==> config.mk <==
export PLATFORM = sky130hd
export DESIGN_NAME = execute_stage
export DESIGN_NICKNAME = d
export VERILOG_FILES = /design/src/design/cpu_pkg.sv /design/src/design/exec_pkg.sv /design/src/design/operand_forward.sv /design/src/design/alu_control.sv /design/src/design/alu.sv /design/src/design/ex_mem_latch.sv /design/src/design/execute_stage.sv
export SDC_FILE = /design/constraint.sdc
export NUM_CORES = 1
export LEC_CHECK = 0
export ABC_CLOCK_PERIOD_IN_PS = 6900
export BUFFER_PORTS_ARGS = -buffer_cell sky130_fd_sc_hd__clkbuf_2
export CAP_MARGIN = 20
export CORE_MARGIN = 8
export CORE_UTILIZATION = 30
export CTS_CLUSTER_DIAMETER = 40
export DETAILED_ROUTE_END_ITERATION = 16
export PLACE_DENSITY = 0.61
export SYNTH_ARGS = -nofsm -noshare
export SYNTH_HDL_FRONTEND = slang
export SYNTH_SLANG_ARGS = --single-unit
==> constraint.sdc <==
create_clock -name clk -period 6.9 [get_ports clk]
set_clock_uncertainty 0.2 [all_clocks]
set_input_delay 0.345 -clock clk [delete_from_list [all_inputs] [get_ports clk]]
set_output_delay 0.345 -clock clk [all_outputs]
set_load 0.01 [all_outputs]
==> src/design/cpu_pkg.sv <==
// ISA-level definitions for the 32-bit MIPS-style pipeline
// Word and register types, execute control field layout and the
// instruction-field constants that the execute stage decodes
`default_nettype none

package cpu_pkg;

	// -------------------------------------------------------------------------
	// Basic ISA types
	// -------------------------------------------------------------------------
	typedef logic [31:0] word_t;       // Data word
	typedef logic [4:0]  reg_addr_t;   // Register number, r0 hardwired to zero
	typedef logic [5:0]  funct_t;      // R-type function code, imm[5:0]
	typedef logic [5:0]  ex_ctrl_t;    // Execute control from decode
	typedef logic [3:0]  alu_op_t;     // Main ALU op, ex_ctrl[4:1]

	// Bit positions inside ex_ctrl_t
	localparam int EX_IMM_SEL = 0;     // Immediate as operand B
	localparam int EX_RD_SEL  = 5;     // rd as destination

	// Main ALU op values
	localparam alu_op_t ALUOP_ADD  = 4'd0;
	localparam alu_op_t ALUOP_SUB  = 4'd1;
	localparam alu_op_t ALUOP_RTYP = 4'd2;  // Look at funct
	localparam alu_op_t ALUOP_AND  = 4'd3;
	localparam alu_op_t ALUOP_OR   = 4'd4;
	localparam alu_op_t ALUOP_SLT  = 4'd5;
	localparam alu_op_t ALUOP_LUI  = 4'd6;
	localparam alu_op_t ALUOP_ADDI = 4'd7;

	// Whole-field encodings with a special meaning
	localparam ex_ctrl_t EX_LINK  = 6'b001110;  // Jump-and-link
	localparam ex_ctrl_t EX_RTYPE = 6'b100100;  // Register-type ALU instruction

	// Function codes
	localparam funct_t FUNCT_ADD       = 6'd32;  // Trapping add
	localparam funct_t FUNCT_SUB       = 6'd34;  // Trapping subtract
	localparam funct_t FUNCT_SHAMT_MAX = 6'd3;   // At or below, shift by shamt

	// Return address offset past the delay slot
	localparam word_t LINK_OFFSET = 32'd8;

endpackage

`default_nettype wire

==> src/design/exec_pkg.sv <==
// Execute-stage definitions
// ALU control codes, forwarding selection and the control fields
// that ride along to the memory and write-back stages
`default_nettype none

package exec_pkg;

	// -------------------------------------------------------------------------
	// ALU control code
	// -------------------------------------------------------------------------
	typedef enum logic [3:0] {
		ADD = 4'd0,
		SUB = 4'd1,
		AND = 4'd2,
		OR  = 4'd3,
		XOR = 4'd4,
		NOR = 4'd5,
		SLT = 4'd6,   // Unsigned compare
		SLL = 4'd10,
		SRL = 4'd11,
		SRA = 4'd12,
		LUI = 4'd13,  // Upper immediate
		BAD = 4'd15   // Undefined op, result forced to zero
	} alu_ctrl_t;

	// Source of a forwarded operand
	typedef enum logic [1:0] {
		FWD_NONE = 2'd0,  // Register file value
		FWD_WB   = 2'd1,  // Write-back stage
		FWD_MEM  = 2'd2   // EX/MEM register
	} fwd_sel_t;

	// -------------------------------------------------------------------------
	// Later-stage control fields
	// -------------------------------------------------------------------------
	typedef logic [2:0] mem_ctrl_t;  // Memory stage, not decoded here
	typedef logic [1:0] wb_ctrl_t;   // Write-back stage

	localparam int WB_REG_WRITE = 1;  // reg_write bit of wb_ctrl_t

endpackage

`default_nettype wire

==> src/design/operand_forward.sv <==
// Operand forwarding and selection
// Detects RAW hazards against the EX/MEM and write-back stages,
// forwards the newest value and builds ALU operands A and B
// plus the store data
`timescale 1ns/1ps
`default_nettype none

module operand_forward (
	input  wire cpu_pkg::reg_addr_t rs,
	input  wire cpu_pkg::reg_addr_t rt,
	input  wire cpu_pkg::reg_addr_t rd_mem,
	input  wire cpu_pkg::reg_addr_t rd_wb,
	input  wire                     reg_write_mem,
	input  wire                     reg_write_wb,
	input  wire cpu_pkg::word_t     data_1,
	input  wire cpu_pkg::word_t     data_2,
	input  wire cpu_pkg::word_t     imm,
	input  wire cpu_pkg::word_t     pc,
	input  wire cpu_pkg::word_t     res_mem,
	input  wire cpu_pkg::word_t     write_data_wb,
	input  wire cpu_pkg::ex_ctrl_t  ex_ctrl,
	output cpu_pkg::word_t          op_a,
	output cpu_pkg::word_t          op_b,
	output cpu_pkg::word_t          store_data
);

	import cpu_pkg::*;
	import exec_pkg::*;

	fwd_sel_t sel_a;      // Forward source for rs
	fwd_sel_t sel_b;      // Forward source for rt
	word_t    fwd_rs;     // Newest rs value
	word_t    fwd_rt;     // Newest rt value
	funct_t   funct;
	logic     is_link;
	logic     is_shamt;   // Shift by the shamt field

	// Hazard detection, EX/MEM has priority over write-back
	// r0 always reads as zero so it never takes a forwarded value
	function automatic fwd_sel_t pick_src(input reg_addr_t src);
		fwd_sel_t sel;
		sel = FWD_NONE;
		if (reg_write_mem && (rd_mem != '0) && (rd_mem == src))
			sel = FWD_MEM;
		else if (reg_write_wb && (rd_wb != '0) && (rd_wb == src))
			sel = FWD_WB;
		return sel;
	endfunction

	function automatic word_t fwd_value(input fwd_sel_t sel, input word_t reg_val);
		word_t val;
		case (sel)
			FWD_MEM: val = res_mem;
			FWD_WB:  val = write_data_wb;
			default: val = reg_val;
		endcase
		return val;
	endfunction

	always_comb
	begin
		sel_a  = pick_src(rs);
		sel_b  = pick_src(rt);
		fwd_rs = fwd_value(sel_a, data_1);
		fwd_rt = fwd_value(sel_b, data_2);
	end

	assign funct    = imm[5:0];
	assign is_link  = (ex_ctrl == EX_LINK);
	assign is_shamt = (ex_ctrl == EX_RTYPE) && (funct <= FUNCT_SHAMT_MAX);

	// -------------------------------------------------------------------------
	// Operand selection
	// -------------------------------------------------------------------------
	always_comb
	begin
		if (is_link)
			op_a = pc;                          // Return address base
		else if (is_shamt)
			op_a = {27'b0, imm[10:6]};          // shamt field
		else
			op_a = fwd_rs;

		if (is_link)
			op_b = LINK_OFFSET;
		else if (ex_ctrl[EX_IMM_SEL])
			op_b = imm;                         // Sign-extended by decode
		else
			op_b = fwd_rt;
	end

	assign store_data = fwd_rt;  // Store data also needs forwarding

endmodule

`default_nettype wire

==> src/design/alu_control.sv <==
// ALU control decode
// Maps the main ALU op from decode and the R-type funct code to
// the control code the ALU runs
`timescale 1ns/1ps
`default_nettype none

module alu_control (
	input  wire cpu_pkg::alu_op_t alu_op,
	input  wire cpu_pkg::funct_t  funct,
	output exec_pkg::alu_ctrl_t   alu_ctrl
);

	import cpu_pkg::*;
	import exec_pkg::*;

	alu_ctrl_t rtype_ctrl;  // Decode of funct alone

	// -------------------------------------------------------------------------
	// R-type funct decode
	// -------------------------------------------------------------------------
	always_comb
	begin
		case (funct)
			6'd0, 6'd4: rtype_ctrl = SLL;   // sll, sllv
			6'd2, 6'd6: rtype_ctrl = SRL;   // srl, srlv
			6'd3, 6'd7: rtype_ctrl = SRA;   // sra, srav
			FUNCT_ADD:  rtype_ctrl = ADD;
			6'd33:      rtype_ctrl = ADD;   // addu, no trap
			FUNCT_SUB:  rtype_ctrl = SUB;
			6'd36:      rtype_ctrl = AND;
			6'd37:      rtype_ctrl = OR;
			6'd38:      rtype_ctrl = XOR;
			6'd39:      rtype_ctrl = NOR;
			6'd42:      rtype_ctrl = SLT;
			default:    rtype_ctrl = BAD;   // Undefined funct
		endcase
	end

	// -------------------------------------------------------------------------
	// Main op decode
	// -------------------------------------------------------------------------
	always_comb
	begin
		case (alu_op)
			ALUOP_ADD:  alu_ctrl = ADD;         // Loads and stores
			ALUOP_SUB:  alu_ctrl = SUB;         // Branch compare
			ALUOP_RTYP: alu_ctrl = rtype_ctrl;
			ALUOP_AND:  alu_ctrl = AND;
			ALUOP_OR:   alu_ctrl = OR;
			ALUOP_SLT:  alu_ctrl = SLT;
			ALUOP_LUI:  alu_ctrl = LUI;
			ALUOP_ADDI: alu_ctrl = ADD;
			default:    alu_ctrl = BAD;
		endcase
	end

endmodule

`default_nettype wire

==> src/design/alu.sv <==
// 32-bit ALU
// Arithmetic, logic and shift operations with a zero flag and a
// signed-overflow flag for the trapping add and subtract
`timescale 1ns/1ps
`default_nettype none

module alu (
	input  wire cpu_pkg::word_t       op_a,
	input  wire cpu_pkg::word_t       op_b,
	input  wire exec_pkg::alu_ctrl_t  alu_ctrl,
	input  wire cpu_pkg::funct_t      funct,
	input  wire                       rtype,
	output cpu_pkg::word_t            result,
	output logic                      zero,
	output logic                      overflow
);

	import cpu_pkg::*;
	import exec_pkg::*;

	word_t      sum;
	word_t      diff;
	logic [4:0] shamt;     // Shift distance
	logic       add_ovf;
	logic       sub_ovf;

	assign sum   = op_a + op_b;
	assign diff  = op_a - op_b;
	assign shamt = op_a[4:0];

	// -------------------------------------------------------------------------
	// Result mux
	// -------------------------------------------------------------------------
	always_comb
	begin
		case (alu_ctrl)
			ADD:     result = sum;
			SUB:     result = diff;
			AND:     result = op_a & op_b;
			OR:      result = op_a | op_b;
			XOR:     result = op_a ^ op_b;
			NOR:     result = ~(op_a | op_b);
			SLT:     result = (op_a < op_b) ? 32'd1 : 32'd0;  // Unsigned
			SLL:     result = op_b << shamt;
			SRL:     result = op_b >> shamt;
			SRA:     result = $signed(op_b) >>> shamt;       // Sign fill
			LUI:     result = op_b << 16;
			default: result = '0;                             // BAD
		endcase
	end

	assign zero = (result == '0);

	// Same-sign inputs giving an opposite-sign sum
	assign add_ovf = (op_a[31] == op_b[31]) && (sum[31] != op_a[31]);
	// Different-sign inputs, difference takes the sign of op_b
	assign sub_ovf = (op_a[31] != op_b[31]) && (diff[31] != op_a[31]);

	// Only add and sub trap, addu and immediates never flag
	always_comb
	begin
		overflow = 1'b0;
		if (rtype && (funct == FUNCT_ADD))
			overflow = add_ovf;
		else if (rtype && (funct == FUNCT_SUB))
			overflow = sub_ovf;
	end

endmodule

`default_nettype wire

==> src/design/ex_mem_latch.sv <==
// EX/MEM pipeline register
// Chooses the destination register, kills control of flushed
// instructions and registers the stage results
`timescale 1ns/1ps
`default_nettype none

module ex_mem_latch (
	input  wire                      clk,
	input  wire                      reset,
	input  wire                      flush_ex,
	input  wire cpu_pkg::reg_addr_t  rt,
	input  wire cpu_pkg::reg_addr_t  rd,
	input  wire cpu_pkg::ex_ctrl_t   ex_ctrl,
	input  wire cpu_pkg::word_t      result,
	input  wire                      zero,
	input  wire                      overflow,
	input  wire cpu_pkg::word_t      store_data,
	input  wire exec_pkg::mem_ctrl_t mem_ctrl_ex,
	input  wire exec_pkg::wb_ctrl_t  wb_ctrl_ex,
	output cpu_pkg::word_t           res_mem,
	output cpu_pkg::word_t           store_data_mem,
	output logic                     zero_mem,
	output logic                     over_mem,
	output cpu_pkg::reg_addr_t       write_reg_mem,
	output exec_pkg::mem_ctrl_t      mem_ctrl_mem,
	output exec_pkg::wb_ctrl_t       wb_ctrl_mem
);

	import cpu_pkg::*;
	import exec_pkg::*;

	reg_addr_t write_reg;  // Destination chosen this cycle

	// Link writes the return address to rd
	assign write_reg = ((ex_ctrl == EX_LINK) || ex_ctrl[EX_RD_SEL]) ? rd : rt;

	// -------------------------------------------------------------------------
	// Pipeline register
	// -------------------------------------------------------------------------
	always_ff @(posedge clk)
	begin
		if (reset)
		begin
			res_mem        <= '0;
			store_data_mem <= '0;
			zero_mem       <= 1'b0;
			over_mem       <= 1'b0;
			write_reg_mem  <= '0;
			mem_ctrl_mem   <= '0;   // No memory access
			wb_ctrl_mem    <= '0;   // No register write
		end
		else
		begin
			res_mem        <= result;
			store_data_mem <= store_data;
			zero_mem       <= zero;
			over_mem       <= overflow;
			write_reg_mem  <= write_reg;
			mem_ctrl_mem   <= flush_ex ? '0 : mem_ctrl_ex;  // Bubble
			wb_ctrl_mem    <= flush_ex ? '0 : wb_ctrl_ex;
		end
	end

endmodule

`default_nettype wire

==> src/design/execute_stage.sv <==
// Execute stage of the five-stage pipeline
// Forwarding, ALU decode and ALU work side by side on the ID/EX
// instruction, the EX/MEM register captures the result one cycle later
`timescale 1ns/1ps
`default_nettype none

module execute_stage (
	input  wire                      clk,
	input  wire                      reset,
	input  wire cpu_pkg::word_t      pc,
	input  wire cpu_pkg::word_t      data_1,
	input  wire cpu_pkg::word_t      data_2,
	input  wire cpu_pkg::word_t      imm,
	input  wire cpu_pkg::reg_addr_t  rs,
	input  wire cpu_pkg::reg_addr_t  rt,
	input  wire cpu_pkg::reg_addr_t  rd,
	input  wire cpu_pkg::ex_ctrl_t   ex_ctrl,
	input  wire exec_pkg::mem_ctrl_t mem_ctrl_ex,
	input  wire exec_pkg::wb_ctrl_t  wb_ctrl_ex,
	input  wire                      flush_ex,
	input  wire cpu_pkg::reg_addr_t  rd_wb,
	input  wire                      reg_write_wb,
	input  wire cpu_pkg::word_t      write_data_wb,
	output cpu_pkg::word_t           res_mem,
	output logic                     zero_mem,
	output logic                     over_mem,
	output cpu_pkg::reg_addr_t       write_reg_mem,
	output cpu_pkg::word_t           store_data_mem,
	output exec_pkg::mem_ctrl_t      mem_ctrl_mem,
	output exec_pkg::wb_ctrl_t       wb_ctrl_mem
);

	import cpu_pkg::*;
	import exec_pkg::*;

	word_t     op_a, op_b, store_data, result;
	alu_ctrl_t alu_ctrl;
	alu_op_t   alu_op;
	funct_t    funct;
	logic      rtype;          // rd destination marks register-type
	logic      zero, overflow;
	logic      reg_write_mem;  // EX/MEM stage writes a register

	assign alu_op        = ex_ctrl[4:1];
	assign funct         = imm[5:0];
	assign rtype         = ex_ctrl[EX_RD_SEL];
	assign reg_write_mem = wb_ctrl_mem[WB_REG_WRITE];

	operand_forward u_fwd (.rs(rs), .rt(rt), .rd_mem(write_reg_mem), .rd_wb(rd_wb),
		.reg_write_mem(reg_write_mem), .reg_write_wb(reg_write_wb), .data_1(data_1),
		.data_2(data_2), .imm(imm), .pc(pc), .res_mem(res_mem),
		.write_data_wb(write_data_wb), .ex_ctrl(ex_ctrl), .op_a(op_a), .op_b(op_b),
		.store_data(store_data));

	alu_control u_alu_ctrl (.alu_op(alu_op), .funct(funct), .alu_ctrl(alu_ctrl));

	alu u_alu (.op_a(op_a), .op_b(op_b), .alu_ctrl(alu_ctrl), .funct(funct),
		.rtype(rtype), .result(result), .zero(zero), .overflow(overflow));

	ex_mem_latch u_latch (.clk(clk), .reset(reset), .flush_ex(flush_ex), .rt(rt),
		.rd(rd), .ex_ctrl(ex_ctrl), .result(result), .zero(zero),
		.overflow(overflow), .store_data(store_data), .mem_ctrl_ex(mem_ctrl_ex),
		.wb_ctrl_ex(wb_ctrl_ex), .res_mem(res_mem), .store_data_mem(store_data_mem),
		.zero_mem(zero_mem), .over_mem(over_mem), .write_reg_mem(write_reg_mem),
		.mem_ctrl_mem(mem_ctrl_mem), .wb_ctrl_mem(wb_ctrl_mem));

endmodule

`default_nettype wire

Word-level counts from Yosys, hierarchy flattened
Memory sizes are Yosys's and may differ from the RTL's.
Index checks and enable logic that the tools add are counted.
{ "totals": {"out_inout_bits": 76, "n_memories": 1, "register_bits": 76, "mem_bits_ro": 256, "elab_cells": 87, "in_bits": 195} }
{ "op_classes": {"n_addsub": 2, "n_eq_ne": 33, "bitwise_logic": 4, "order_cmp": 2, "shift": 3, "reduce_logical": 19, "mux": 16} }
{ "memory_table": {"columns": ["name", "words", "width", "read_ports", "rd_clocked_by_memory_dff", "write_ports", "line", "source"], "rows": [
  ["(no name shown)", 64, 4, 1, 0, 0, "alu_control.sv:23", "case (funct)"]
]} }
{ "ops": {"columns": ["operator", "n"], "rows": [
  ["one-hot mux 32 bit (11 select lines)", 1],
  ["2-to-1 mux 32 bit", 4],
  ["one-hot mux 32 bit (2 select lines)", 2],
  ["adder 32 bit", 1],
  ["bitwise AND 32 bit", 1],
  ["zero test 32 bit", 1],
  ["less-than comparator 32 bit", 1],
  ["NOT 32 bit", 1],
  ["OR 32 bit", 1],
  ["<< shifter 32 x 5 -> 32 bit", 1],
  ["right shift 32 x 5 -> 32 bit", 1],
  [">>> shifter 32 x 5 -> 32 bit", 1],
  ["subtractor 32 bit", 1],
  ["bitwise XOR 32 bit", 1],
  ["== test 4 x 3 -> 1 bit (second input constant)", 7],
  ["one-hot mux 4 bit (7 select lines)", 1],
  ["== test 5 bit", 4],
  ["== test 6 bit (second input constant)", 3],
  ["== test 4 x 2 -> 1 bit (second input constant)", 4],
  ["== test 4 bit (second input constant)", 4],
  ["logical AND 1 bit", 11],
  ["nonzero test 5 bit", 2],
  ["== test 4 x 1 -> 1 bit (second input constant)", 2],
  ["zero test 4 bit", 2],
  ["11 further kinds", 21]
]} }

Longest topological paths before layout
{ "depth": {"word_depth": 14, "mapped_depth": 27, "mapped_depth_nobuf": 24} }

Cells and area by module
Synthesis repeated with hierarchy kept, for this count alone.
{ "hier_totals": {"hier_cells": 2000, "hier_area_um2": 14751.6} }
{ "modules_own_cells": {"columns": ["mod", "area_per_inst_um2", "instances", "cells_per_inst"], "rows": [
  ["alu", 9486.6, 1, 1355],
  ["operand_forward", 2771.4, 1, 422],
  ["ex_mem_latch", 2264.7, 1, 186],
  ["alu_control", 229.0, 1, 37]
]} }

Least setup slack after synthesis
No wires, ideal clock.
{ "synth_path": {"path_kind": "input to register", "from": "in rd_wb[3]", "to": "reg u_latch.zero_mem", "slack_ns": 0.755, "path_buffers": 5, "arrival_ns": 5.880, "stages": 27, "setup_time_ns": 0.065, "cell_sequence": "buf_6 or4_4 o211ai_2 nor2_1 buf_1 mux2i_1 a31o_2 clkinv_1 clkbuf_1 clkbuf_1 ha_1 clkbuf_1 nor2b_1 o31ai_1 a21oi_1 o311ai_0 o311ai_0 a31oi_1 o21ai_0 a21oi_1 o21ai_0 xor2_1 a211oi_1 and3_1 and4b_1 nand4_1 nor2_1"} }
{ "synth_via": {"elab_chain_cells": 13, "word_cells_on_any_way": 33, "classes_between": "2 x add/sub; 1 x order compare; 6 x eq/ne; 3 x shift; 12 x mux; 4 x bitwise; 5 x reduce/logical"} }
{ "synth_rtl": {"columns": ["item", "line", "source"], "rows": [
  ["start: declaration", "execute_stage.sv:21", "input wire cpu_pkg::reg_addr_t rd_wb,"],
  ["nonzero test 5 bit", "operand_forward.sv:45", "else if (reg_write_wb && (rd_wb != '0) && (rd_wb == src))"],
  ["logical AND 1 bit (2 in series)", "operand_forward.sv:45", null],
  ["2-to-1 mux 1 bit", "operand_forward.sv:45", null],
  ["2-to-1 mux 2 bit", "operand_forward.sv:43", "if (reg_write_mem && (rd_mem != '0) && (rd_mem == src))"],
  ["== test 2 x 1 -> 1 bit or == test 2 bit (tied branches)", "operand_forward.sv:52", "case (sel)"],
  ["one-hot mux 32 bit (2 select lines)", "operand_forward.sv:52", null],
  ["2-to-1 mux 32 bit, on equally long branches", "operand_forward.sv:79, operand_forward.sv:86", null],
  ["2-to-1 mux 32 bit, on equally long branches", "operand_forward.sv:77, operand_forward.sv:84", null],
  ["less-than comparator 32 bit or OR 32 bit (tied branches)", "alu.sv:43, alu.sv:40, alu.sv:42", null],
  ["2-to-1 mux 1 bit or NOT 32 bit (tied branches)", "alu.sv:43, alu.sv:42", null],
  ["one-hot mux 32 bit (11 select lines) (*)", "alu.sv:36", "case (alu_ctrl)"],
  ["zero test 32 bit (*)", "alu.sv:52", "assign zero = (result == '0);"],
  ["end signal: assignment", "ex_mem_latch.sv:56", "zero_mem <= zero;"],
  ["end: declaration", "ex_mem_latch.sv:22", "output logic zero_mem,"]
]} }
Mark *: on every way between the ends. The rest lies on a longest branch, timed or not.
A chain may end at the register's enable or synchronous reset.

Worst setup path in the final report
{ "layout_path": {"from": "reg u_latch.write_reg_mem[4]", "to": "reg u_latch.zero_mem"} }
{ "layout_via": {"elab_chain_cells": 12, "word_cells_on_any_way": 31, "classes_between": "2 x add/sub; 1 x order compare; 6 x eq/ne; 3 x shift; 10 x mux; 4 x bitwise; 5 x reduce/logical"} }
{ "layout_rtl": {"columns": ["item", "line", "source"], "rows": [
  ["start: declaration", "ex_mem_latch.sv:24", "output cpu_pkg::reg_addr_t write_reg_mem,"],
  ["start signal: assignment", "ex_mem_latch.sv:58", "write_reg_mem <= write_reg;"],
  ["nonzero test 5 bit", "operand_forward.sv:43", null],
  ["logical AND 1 bit (2 in series)", "operand_forward.sv:43", null],
  ["2-to-1 mux 2 bit", "operand_forward.sv:43", null],
  ["== test 2 x 1 -> 1 bit or == test 2 bit (tied branches)", "operand_forward.sv:52", null],
  ["one-hot mux 32 bit (2 select lines)", "operand_forward.sv:52", null],
  ["2-to-1 mux 32 bit, on equally long branches", "operand_forward.sv:79, operand_forward.sv:86", null],
  ["2-to-1 mux 32 bit, on equally long branches", "operand_forward.sv:77, operand_forward.sv:84", null],
  ["less-than comparator 32 bit or OR 32 bit (tied branches)", "alu.sv:43, alu.sv:40, alu.sv:42", null],
  ["2-to-1 mux 1 bit or NOT 32 bit (tied branches)", "alu.sv:43, alu.sv:42", null],
  ["one-hot mux 32 bit (11 select lines) (*)", "alu.sv:36", null],
  ["zero test 32 bit (*)", "alu.sv:52", null]
]} }
Marks and branches as above.

==> impl_results.md <==
* Async S/R FF share, synth at 0%
* H-tree depth at 3
* Critical Path RT at 7.01 ns
* Remaining antenna violation count after routing at 0
* Clk sinks at 76
* CTS clock-pin slew for the worst setup and hold paths at 0.07 ns
* WL met1 at roughly 36000 µm
* Die W at around 230 µm
* Max-slew violations at 0
* Iteration-0 DRC Markers at 2583
* Post-Syn Instances at around 2000
* RSZ-0062 raised after global routing: no
* Clk buf depth at 2
* Worst path top cell family by delay: compound AO/OA/AOI/OAI gates
* Total grt overflow at 0
* Combinational share of power at 60.5%
* Worst Path Buf+Inv at 4
* Post-synth cell types at 92
* I/O pin count at 271
* Via count at 18032
* Via count of the first global-routing pass at between 15000 and 20000
* Final #Nets at 2539
* CP max stage delay at 0.59 ns
* Seq/Total Area, Yosys at 10.9%
* Critical path class: flop to flop
* Layout cells sized above 1 at about a fifth
* Max Fclk at 152 MHz
* CP max-delay cell: or4_4
* Die ar. at around 54000 µm²
* Worst rel slew slack at 37.4%
* Fin area at approximately 17000 µm²
* Rows at 79
* Clock power frac at just over 20%
* Int Pwr at 1.35 mW
* Final Util at 36.2%
* Post-synth EDFFs at 0
* Switch Pwr at ~1.3 mW
* DR WL met3 at 8700 µm
* Worst Hold Class: input port to flop
* Most common cell after layout, fill and taps aside: clkbuf_2
* CP most frequent cell: buf_4
* Synthesized net count at between 2000 and 2500
* Setup TNS at 0 ns
* Final HPWL DP at about 72000 µm
* Total power at 2.67 mW
* Port Buffers at between 200 and 300
* Max-cap violation count at 0
* Commonest register cell after synthesis: dfxtp_1
* Hold slack final at 0.0204 ns
* WL met2 at approximately 38000 µm
* Power Dens Cells at roughly 160 nW/µm²
* CTS tree: yes
* Leak at between 7 and 8 nW
* Routability cong. at 1.08
* DRC errors left at 0
* Drt via density at approximately 6.3
* Final setup fails at 0
* Min cycle time layout at between 6 and 7 ns
* Chip Height at 231 µm
* Synthesized area per cell at 7.02 µm²
* Status: complete, no violations
* Area Growth Syn to Fin at 20.0%
* CP arrival at about 6.7 ns
* Seq cells post-synth at 76
* Initial Utilization at 30.1%
* WL final at roughly 87000 µm
* Tot GR Track Use at 31.1%
* Clk_lat worst skew at approximately 0.37 ns
* CTS Buf Count at 9
* Syn. warnings at 0
* VDD IR-drop max at 0.000196 V
* Least-Margin Pin Slew at 0.939 ns
* Sw frac at 49.4%
* First-pass GRT wire length at 124000 µm
* Critical Path Start Type: flop
* Core ar. at 46200 µm²
* Fin crit share at 95.6%
* Cell area after synthesis at 13900 µm²
* Setup crit end kind: flop
* Highest Signal Layer: met5
* Pre-antenna DRT Iters at 8
* Commonest cells after routing, fill and taps aside: clkbuf_2 (270), nand2_1 (213), nor2_1 (170)
* Clock tree root buffer cell: clkbuf_16
* Post-DR wirelength/cell at 30.7 µm
* Fin. Hold Viols at 0
* Largest net degree at the start of global routing at 56
* Crit path max fanout at 21
* Placed Instance Area at 16300 µm²
* Sequential share of power at 19.4%
* Initial antenna violation count at 4
## metal layers
metal  up-vias  GRT usage (%)
met4         2           16.7
met3       218           5.89
li1       7899              -
met2      1237           48.1
met5         -              0
met1      8676           40.5
## cells by family (layout without fill, tap and decap cells)
family / after synthesis / after routing / share of synthesized area [%]
compound gates: 671 / 671 / 34.7
other cells: 0 / 3 / 0
flops: 76 / 76 / 10.9
xor+xnor: 46 / 46 / 2.90
fa+ha+maj: 112 / 112 / 10.2
buf+inv: 257 / 511 / 7.42
mux: 160 / 160 / 11.6
simple gates: 661 / 661 / 22.3
## power by group through the flow
| stage | Sequential [mW] | Combinational, mW | Clock [mW] |
|---|---|---|---|
| after floorplan | 0.523 | 0.908 | 0 |
| after global placement | 0.525 | 1.56 | 0 |
| after detailed placement | 0.525 | 1.55 | 0 |
| after CTS | 0.515 | 1.56 | 0.546 |
| after global routing | 0.519 | 1.70 | 0.564 |
| final | 0.517 | 1.62 | 0.538 |
## final timing paths
path	from	end	slack, ns	cells past startpoint
max	u_latch.write_reg_mem[4]	u_latch.zero_mem	0.31	25
min reg2reg	u_latch.res_mem[2]	u_latch.store_data_mem[2]	0.39	2
min	mem_ctrl_ex[2]	u_latch.mem_ctrl_mem[2]	0.02	2
max reg2reg	u_latch.write_reg_mem[4]	u_latch.zero_mem	0.31	25
## stage by stage
| step | instances | setup WS [ns] |
|---|---|---|
| 2_1_floorplan | 1983 | 0.755 |
| 3_3_place_gp | 2825 | 0.473 |
| 3_5_place_dp | 2825 | 0.477 |
| 4_1_cts | 2844 | 0.430 |
| 5_1_grt | 2847 | 0.00432 |
| 6_report | 2847 | 0.305 |
## Yosys cell counts (6+ instances only)
cell type,n,share of area (%)
dfxtp_1,76,11
a221o_1,11,0.79
a22oi_1,51,2.8
a2111oi_0,9,0.57
a21oi_1,120,4.3
and3_1,28,1.3
a32oi_1,8,0.50
o21ai_0,144,5.2
a211o_1,16,1.0
o21a_1,10,0.54
mux2i_1,155,11
buf_1,19,0.51
and2_1,11,0.49
a31o_2,9,0.57
ha_1,110,9.9
a22o_1,36,2.3
o22ai_1,17,0.76
a32oi_2,11,1.3
o221ai_1,13,0.82
a311oi_1,6,0.38
o211ai_1,18,0.97
nand4_1,11,0.49
nand2b_1,11,0.49
clkbuf_1,102,2.8
xor2_1,11,0.69
a211oi_1,33,1.8
buf_2,26,0.94
nor2b_1,33,1.5
nor4_1,11,0.49
a31oi_1,26,1.2
inv_1,99,2.7
nand3_1,59,2.1
xnor2_1,35,2.2
nor3b_1,6,0.32
o31ai_1,11,0.59
a221oi_1,32,2.0
nor3_1,52,1.9
nor2_1,174,4.7
or3_1,22,0.99
o2111ai_1,11,0.69
a21o_1,9,0.49
nand2_1,214,5.8
o21bai_1,8,0.43
## cell type report
cell class                 instances  area, µm²
antenna                            3       7.51
clock buffer                       9        225
clock inverter                     7       98.8
fill                            4968      29500
inverter                         104        392
multi-input combinational       1650      11400
sequential                        76       1520
tap                              607        759
timing repair buffer             391       2280
## what timing repair did
item	in CTS	in global routing
hold buffers	3	0
buffers inserted	0	0
hold endpoints to repair	3	0
resized for setup	0	2
setup endpoints to repair	0	1
## flip-flops by register name, indices dropped and copies added (netlist names)
register and count:
u_latch.res_mem 32, u_latch.store_data_mem 32, u_latch.wb_ctrl_mem 2, u_latch.write_reg_mem 5, u_latch.zero_mem 1, u_latch.mem_ctrl_mem 3, u_latch.over_mem 1
(Power assumes the default switching activity.)
